File: src/stepper_defs.svh
`ifndef STEPPER_DEFS_SVH
`define STEPPER_DEFS_SVH

// signed step count per move
// sign bit selects the direction
`define STEP_COUNT_BITS 8

// pulse width in ticks
// applies to both the low and the high phase
`define STEP_WIDTH_BITS 8

// clk cycles per tick strobe
`define STEP_TICK_DIV 4

`endif

File: src/stepper_pkg.sv
`include "stepper_defs.svh"

package stepper_pkg;

	// command for one axis
	// steps is two's complement, negative means reverse
	// width is the length of each phase in ticks
	typedef struct packed {
		logic signed [`STEP_COUNT_BITS-1:0] steps;
		logic [`STEP_WIDTH_BITS-1:0] width;
	} step_cmd_t;

	// outputs of one axis
	// out is the step pulse to the driver
	// dir is high for a negative count
	// done is high whenever the axis is idle
	typedef struct packed {
		logic out;
		logic dir;
		logic done;
	} axis_status_t;

	// axis sequencer states
	// one low phase then one high phase per step
	typedef enum logic [1:0] {
		idle       = 2'd0,
		phase_low  = 2'd1,
		phase_high = 2'd2
	} stepper_state_e;

endpackage : stepper_pkg

File: src/tick_gen.sv
`timescale 1ns/10ps
`include "stepper_defs.svh"

module tick_gen (
	input logic clk,
	input logic reset,
	output logic tick
);

	// one extra bit keeps the width legal for a divisor of one
	localparam int CNT_BITS = $clog2(`STEP_TICK_DIV + 1);
	localparam logic [CNT_BITS-1:0] CNT_LAST = CNT_BITS'(`STEP_TICK_DIV - 1);

	logic [CNT_BITS-1:0] cnt;

	// modulo counter of the divisor
	// tick is registered so it is a clean one-cycle strobe
	// first tick comes STEP_TICK_DIV cycles after reset drops
	always_ff @(posedge clk) begin
		if (reset) begin
			cnt <= '0;
			tick <= 1'b0;
		end
		else if (cnt == CNT_LAST) begin
			// wrap and fire
			cnt <= '0;
			tick <= 1'b1;
		end
		else begin
			cnt <= cnt + 1'b1;
			tick <= 1'b0;
		end
	end

endmodule : tick_gen

File: src/stepper_fsm.sv
`timescale 1ns/10ps

module stepper_fsm (
	input logic clk,
	input logic reset,
	input logic tick,
	input logic trigger,
	input logic phase_end,
	input logic last_step,
	input logic null_move,
	output stepper_pkg::stepper_state_e state,
	output logic clear_width,
	output logic count_step
);

	stepper_pkg::stepper_state_e next_state;

	// state register
	// all movement happens on a tick edge only
	always_ff @(posedge clk) begin
		if (reset) begin
			state <= stepper_pkg::idle;
		end
		else begin
			state <= next_state;
		end
	end

	// next state and counter strobes
	// strobes are only raised together with tick
	always_comb begin
		next_state = state;
		clear_width = 1'b0;
		count_step = 1'b0;

		case (state)
			stepper_pkg::idle: begin
				// trigger is a level, sampled on the tick
				// a zero width or zero count never leaves idle
				if (tick && trigger && !null_move) begin
					next_state = stepper_pkg::phase_low;
					clear_width = 1'b1;
				end
			end

			stepper_pkg::phase_low: begin
				// low phase done, start the high half of the step
				if (tick && phase_end) begin
					next_state = stepper_pkg::phase_high;
					clear_width = 1'b1;
				end
			end

			stepper_pkg::phase_high: begin
				// end of one full step
				if (tick && phase_end) begin
					clear_width = 1'b1;
					count_step = 1'b1;
					// done rises on this same edge for the last step
					if (last_step) begin
						next_state = stepper_pkg::idle;
					end
					else begin
						next_state = stepper_pkg::phase_low;
					end
				end
			end

			default: begin
				// unused encoding falls back to idle
				next_state = stepper_pkg::idle;
			end
		endcase
	end

	// trigger is ignored in both busy states
	// no branch above looks at it outside idle

endmodule : stepper_fsm

File: src/stepper_ctrl.sv
`timescale 1ns/10ps
`include "stepper_defs.svh"

module stepper_ctrl (
	input logic clk,
	input logic reset,
	input logic tick,
	input logic trigger,
	input stepper_pkg::step_cmd_t cmd,
	output stepper_pkg::axis_status_t status
);

	stepper_pkg::step_cmd_t cmd_q;
	stepper_pkg::step_cmd_t cmd_sel;
	stepper_pkg::stepper_state_e state;

	logic [`STEP_COUNT_BITS-1:0] abs_steps;
	logic [`STEP_WIDTH_BITS-1:0] width_cnt;
	logic [`STEP_COUNT_BITS-1:0] step_cnt;

	logic phase_end;
	logic last_step;
	logic null_move;
	logic clear_width;
	logic count_step;

	// sequencer for this axis
	stepper_fsm fsm0 (
		.clk(clk),
		.reset(reset),
		.tick(tick),
		.trigger(trigger),
		.phase_end(phase_end),
		.last_step(last_step),
		.null_move(null_move),
		.state(state),
		.clear_width(clear_width),
		.count_step(count_step)
	);

	// command capture
	// follows the input on every idle tick, frozen while busy
	// cleared on reset so dir is defined right away
	always_ff @(posedge clk) begin
		if (reset) begin
			cmd_q <= '0;
		end
		else if (tick && (state == stepper_pkg::idle)) begin
			cmd_q <= cmd;
		end
	end

	// while idle the live command is the one being captured
	// on the trigger tick, so the null move test looks at it
	assign cmd_sel = (state == stepper_pkg::idle) ? cmd : cmd_q;
	assign null_move = (cmd_sel.width == '0) || (cmd_sel.steps == '0);

	// magnitude of the count
	// full width unsigned, so the most negative count still fits
	always_comb begin
		abs_steps = cmd_q.steps;
		if (cmd_q.steps[`STEP_COUNT_BITS-1]) begin
			// negate by two's complement
			abs_steps = ~cmd_q.steps + 1'b1;
		end
	end

	// width counter, ticks elapsed in the current phase
	// loads one on each phase start so a phase lasts width ticks
	always_ff @(posedge clk) begin
		if (reset) begin
			width_cnt <= `STEP_WIDTH_BITS'(1);
		end
		else if (clear_width) begin
			width_cnt <= `STEP_WIDTH_BITS'(1);
		end
		else if (tick && (state != stepper_pkg::idle)) begin
			width_cnt <= width_cnt + 1'b1;
		end
	end

	// the only phase length compare
	assign phase_end = (width_cnt == cmd_q.width);

	// step counter, number of the step in progress
	// parked at one while idle, so no start strobe is needed
	always_ff @(posedge clk) begin
		if (reset || (state == stepper_pkg::idle)) begin
			step_cnt <= `STEP_COUNT_BITS'(1);
		end
		else if (count_step) begin
			step_cnt <= step_cnt + 1'b1;
		end
	end

	// high during the final step of the move
	assign last_step = (step_cnt == abs_steps);

	// outputs straight from state
	// out only moves on the edge that follows a tick
	always_comb begin
		status.out = (state == stepper_pkg::phase_high);
		status.dir = cmd_q.steps[`STEP_COUNT_BITS-1];
		status.done = (state == stepper_pkg::idle);
	end

endmodule : stepper_ctrl

File: src/motion_top.sv
`timescale 1ns/10ps

module motion_top (
	input logic clk,
	input logic reset,
	input logic trigger,
	input stepper_pkg::step_cmd_t cmd_x,
	input stepper_pkg::step_cmd_t cmd_y,
	output stepper_pkg::axis_status_t status_x,
	output stepper_pkg::axis_status_t status_y
);

	// shared clock enable for both axes
	logic tick;

	tick_gen tick0 (
		.clk(clk),
		.reset(reset),
		.tick(tick)
	);

	// x axis
	stepper_ctrl axis_x (
		.clk(clk),
		.reset(reset),
		.tick(tick),
		.trigger(trigger),
		.cmd(cmd_x),
		.status(status_x)
	);

	// y axis
	// same trigger and tick, finishes on its own schedule
	stepper_ctrl axis_y (
		.clk(clk),
		.reset(reset),
		.tick(tick),
		.trigger(trigger),
		.cmd(cmd_y),
		.status(status_y)
	);

endmodule : motion_top

File: config.mk
export PLATFORM = sky130hd
export DESIGN_NAME = motion_top
export DESIGN_NICKNAME = d
export VERILOG_FILES = /design/src/stepper_pkg.sv /design/src/tick_gen.sv /design/src/stepper_fsm.sv /design/src/stepper_ctrl.sv /design/src/motion_top.sv
export VERILOG_INCLUDE_DIRS = /design/src /design/src/src
export SDC_FILE = /design/constraint.sdc
export NUM_CORES = 1
export LEC_CHECK = 0
export ABC_AREA = 1
export BUFFER_PORTS_ARGS = -buffer_cell sky130_fd_sc_hd__buf_2
export CORE_MARGIN = 3
export CORE_UTILIZATION = 40
export CTS_BUF_LIST = sky130_fd_sc_hd__clkbuf_16
export CTS_CLUSTER_DIAMETER = 100
export CTS_CLUSTER_SIZE = 28
export DETAILED_ROUTE_END_ITERATION = 12
export RECOVER_POWER = 25
export SETUP_SLACK_MARGIN = 0.4
export SYNTH_ARGS = -nofsm -noshare
export SYNTH_HDL_FRONTEND = slang
export SYNTH_SLANG_ARGS = --single-unit
File: constraint.sdc
create_clock -name clk -period 3.1 [get_ports clk]
set_clock_uncertainty 0.15 [all_clocks]
set_input_delay 0.155 -clock clk [delete_from_list [all_inputs] [get_ports clk]]
set_output_delay 0.155 -clock clk [all_outputs]
set_load 0.005 [all_outputs]
==> metrics.md <==
| Metric | Value |
|---|---|
| Outcome | `finished with violations` |
| Failing checks | `negative hold slack` |
| Sequential Power Share | `40.8%` |
| Finished Layout Cells | `around 850` |
| Largest net degree at the start of global routing | `31` |
| CTS sink count | `72` |
| Vias | `4094` |
| Syn Area/Cell | `about 6.5 µm²` |
| Reg2Reg Depth | `12` |
| Drt pass-1 iters | `4` |
| Cell Rows | `37` |
| Area contributors post-synth | `dfxtp_1 34%, nand2_1 14%, inv_1 8.3%` |
| Pwr Density | `485 nW/µm²` |
| Synth warnings | `0` |
| Grt ovf | `0` |
| Die Y | `approximately 110 µm` |
| Worst Tran Pin Value | `a little over 0.8 ns` |
| Number of remaining DRC errors | `0` |
| Root Buffer | `clkbuf_16` |
| First-pass GRT wire length | `17.0 mm` |
| Die ar. | `12000 µm²` |
| Post-Place Cells | `814` |
| Total of max-cap violations | `0` |
| Slew Viols, Final | `0` |
| Clk pwr share | `40.1%` |
| Layout area overhead | `18.3%` |
| Crit. Startpoint | `reset` |
| Fin crit period | `2.32 ns` |
| Core footprint | `10400 µm²` |
| Sw frac | `28.4%` |
| Worst-Skew Late Latency | `0.33 ns` |
| Crit Path Max Fanout | `19` |
| Peak supply drop | `around 0.28 mV` |
| Post-synthesis cell area | `roughly 4300 µm²` |
| Max clock buf depth | `2` |
| Layout cells sized above 1 | `9.07%` |
| Number of global-route vias before repair | `3918` |
| Ys async rst share | `0%` |
| Max stage delay cell, worst path | `dlygate4sd3_1` |
| TritonCTS Buffers | `9` |
| Setup slack, reg-to-reg | `between 0.9 and 1 ns` |
| H-Tree Depth | `3` |
| Initial Util | `41.2%` |
| Final Hold Viols | `1` |
| Comb pwr share | `19.1%` |
| Leakage | `0.00227 µW` |
| Fmax | `about 430 MHz` |
| DP Worst Slack | `0.977 ns` |
| WS Path Type | `primary input to register` |
| Register clock-pin slew on the reported worst setup and hold paths | `0.06 ns` |
| Area after DPL | `4580 µm²` |
| Fillcell total | `1064` |
| Worst setup margin | `0.777 ns` |
| Critical Path RT | `3.16 ns` |
| Max_slew headroom | `approximately 45%` |
| Fin area | `5060 µm²` |
| Register area | `1440 µm²` |
| CTS tree | `yes` |
| Cells after Synth | `between 600 and 700` |
| All-Layer GR Usage | `17.6%` |
| Final setup TNS | `0 ns` |
| Data arrival, critical path | `around 2.4 ns` |
| Die W | `109 µm` |
| Top cell types by occurrence after synthesis | `157 x nand2_1, 95 x inv_1, 78 x nor2_1, 72 x dfxtp_1, 49 x o21ai_0` |
| Psw | `697 µW` |
| Post-synth EDFFs | `0` |
| I/O pin cnt | `41` |
| Hold depth | `3` |
| Synth Flop Type | `dfxtp_1` |
| Detailed Place HPWL | `~7.5 mm` |
| Number of synthesized register bits | `72` |
| Syn nets | `706` |
| Antenna Violating Nets Remaining | `0` |
| Total Routed Length | `9.89 mm` |
| Area fraction of the dominant cell type after synthesis | `33.7%` |
| Synth area leader | `dfxtp_1` |
| Most common cell in the netlist | `nand2_1` |
| Worst Hold Path EP | `axis_x.cmd_q[0]` |
| Setup crit start kind | `primary input` |
| Setup violators final | `0` |
| Routability cong. | `0.811` |
| # nets final | `765` |
| Multi-input gate area | `around 2400 µm²` |
| Post-Route Hold Slack | `-0.00499 ns` |
| Crit path cell chain | `dlygate4sd3_1 > clkbuf_1 > clkinv_1 > clkbuf_1 > nand2_2 > nor2_1` |
| Most frequent CP cell | `clkbuf_1` |
| CP max stage delay | `0.53 ns` |
| Via density | `4.80` |
| Antenna violations before repair | `0` |
| Setup crit end kind | `register` |
| RSZ-0062 raised after global routing | `false` |
| Wire per inst | `around 12 µm` |
| Synth unique cells | `37` |
| Worst R2R Start | `axis_y.fsm0.state[1]` |
| Hold Startpoint | `cmd_x[0]` |
| I/O Buffers | `40` |
| # Post-CTS Setup Buffers | `0` |
| Initial DRC count | `224` |
| FF-to-FF End | `axis_y.width_cnt[2]` |
| Internal power | `1760 µW` |
| Diode count | `0` |
| Worst hold path type | `primary input to register` |
| Period utilization | `75.0%` |
| Sequential fraction of the synthesis area | `33.7%` |
## cells in the final DEF, fill, tap and decap left out, types with 2 or more instances in the layout
cell / n
a21oi_1: 48
buf_2: 35
clkbuf_1: 6
clkbuf_16: 9
clkinv_1: 3
clkinv_2: 2
dfxtp_1: 72
dlygate4sd3_1: 23
ha_1: 18
inv_1: 99
inv_2: 4
nand2_1: 159
nand2_2: 2
nand3_1: 37
nand4_1: 11
nor2_1: 79
nor3_1: 8
nor3_2: 2
o21a_1: 2
o21ai_0: 49
o21ai_1: 2
o21ai_2: 2
or2_2: 2
xnor2_1: 12
xor2_1: 18
## how the worst max path moves through the flow
stage,end,cells after the start,slack (ns)
floorplan,axis_y.width_cnt[2],12,1.34
global placement,axis_x.width_cnt[7],12,1.00
detailed placement,axis_x.width_cnt[6],12,0.98
CTS,axis_x.width_cnt[6],12,0.96
global route,axis_y.width_cnt[7],6,0.57
finish,axis_y.width_cnt[6],6,0.78
## per-layer routing
layer / global-route usage (%) / vias to the layer above / routed length (µm)
li1: - / 2167 / -
met1: 22.3 / 1856 / 4750
met2: 30.0 / 60 / 4620
met3: 3.82 / 11 / 396
met4: 5.25 / 0 / 118
met5: 0 / - / 0
## registers in the layout, indices dropped and copies added (netlist names)
name	cells
axis_y.fsm0.state	2
axis_x.step_cnt	8
axis_y.cmd_q	15
tick0.tick	1
tick0.cnt	3
axis_y.status	1
axis_x.status	1
axis_x.fsm0.state	2
axis_y.step_cnt	8
axis_x.width_cnt	8
axis_x.cmd_q	15
axis_y.width_cnt	8
## repair_timing
| item | 4_1_cts | 5_1_grt |
|---|---|---|
| hold endpoints to repair | 25 | 0 |
| hold buffers | 23 | 0 |
| resized for setup | 0 | 0 |
## critical path, delay by kind of cell
| family | cells | cell delay, ns |
|---|---|---|
| buffers and inverters | 4 | 1.86 |
| and+or+nand+nor | 2 | 0.37 |
## layout make-up
| cell class | instances | share of cell area (%) |
|---|---|---|
| clock buffer | 9 | 4.45 |
| clock inverter | 7 | 1.09 |
| inverter | 103 | 7.67 |
| multi-input combinational | 462 | 46.5 |
| sequential | 72 | 28.5 |
| tap | 136 | 3.36 |
| timing repair buffer | 64 | 8.46 |
## stage by stage
stage                     utilization [%]  total power [µW]
after floorplan                         -              1340
after global placement               44.1              1460
after detailed placement             44.1              1480
after CTS                            49.0              2490
after global routing                 48.8              2600
final                                48.8              2450
## power groups by stage
stage / clock network [µW] / registers [µW] / logic, µW
4_1_cts: 1010 / 1000 / 479
2_1_floorplan: 0 / 1010 / 333
3_5_place_dp: 0 / 1020 / 453
3_3_place_gp: 0 / 1020 / 443
6_report: 984 / 1000 / 468
5_1_grt: 1050 / 1010 / 545
## cells by family (layout without fill, tap and decap cells)
group                      Yosys count  in the layout  synth area share, %
adders and majority gates           18             18                 5.27
AOI/OAI and AO/OA                  108            108                 13.3
buffers and inverters              119            183                 10.9
and+or+nand+nor                    306            306                 30.7
DFF                                 72             72                 33.7
xor gates and xnor gates            30             30                 6.14
(Power assumes the default switching activity.)
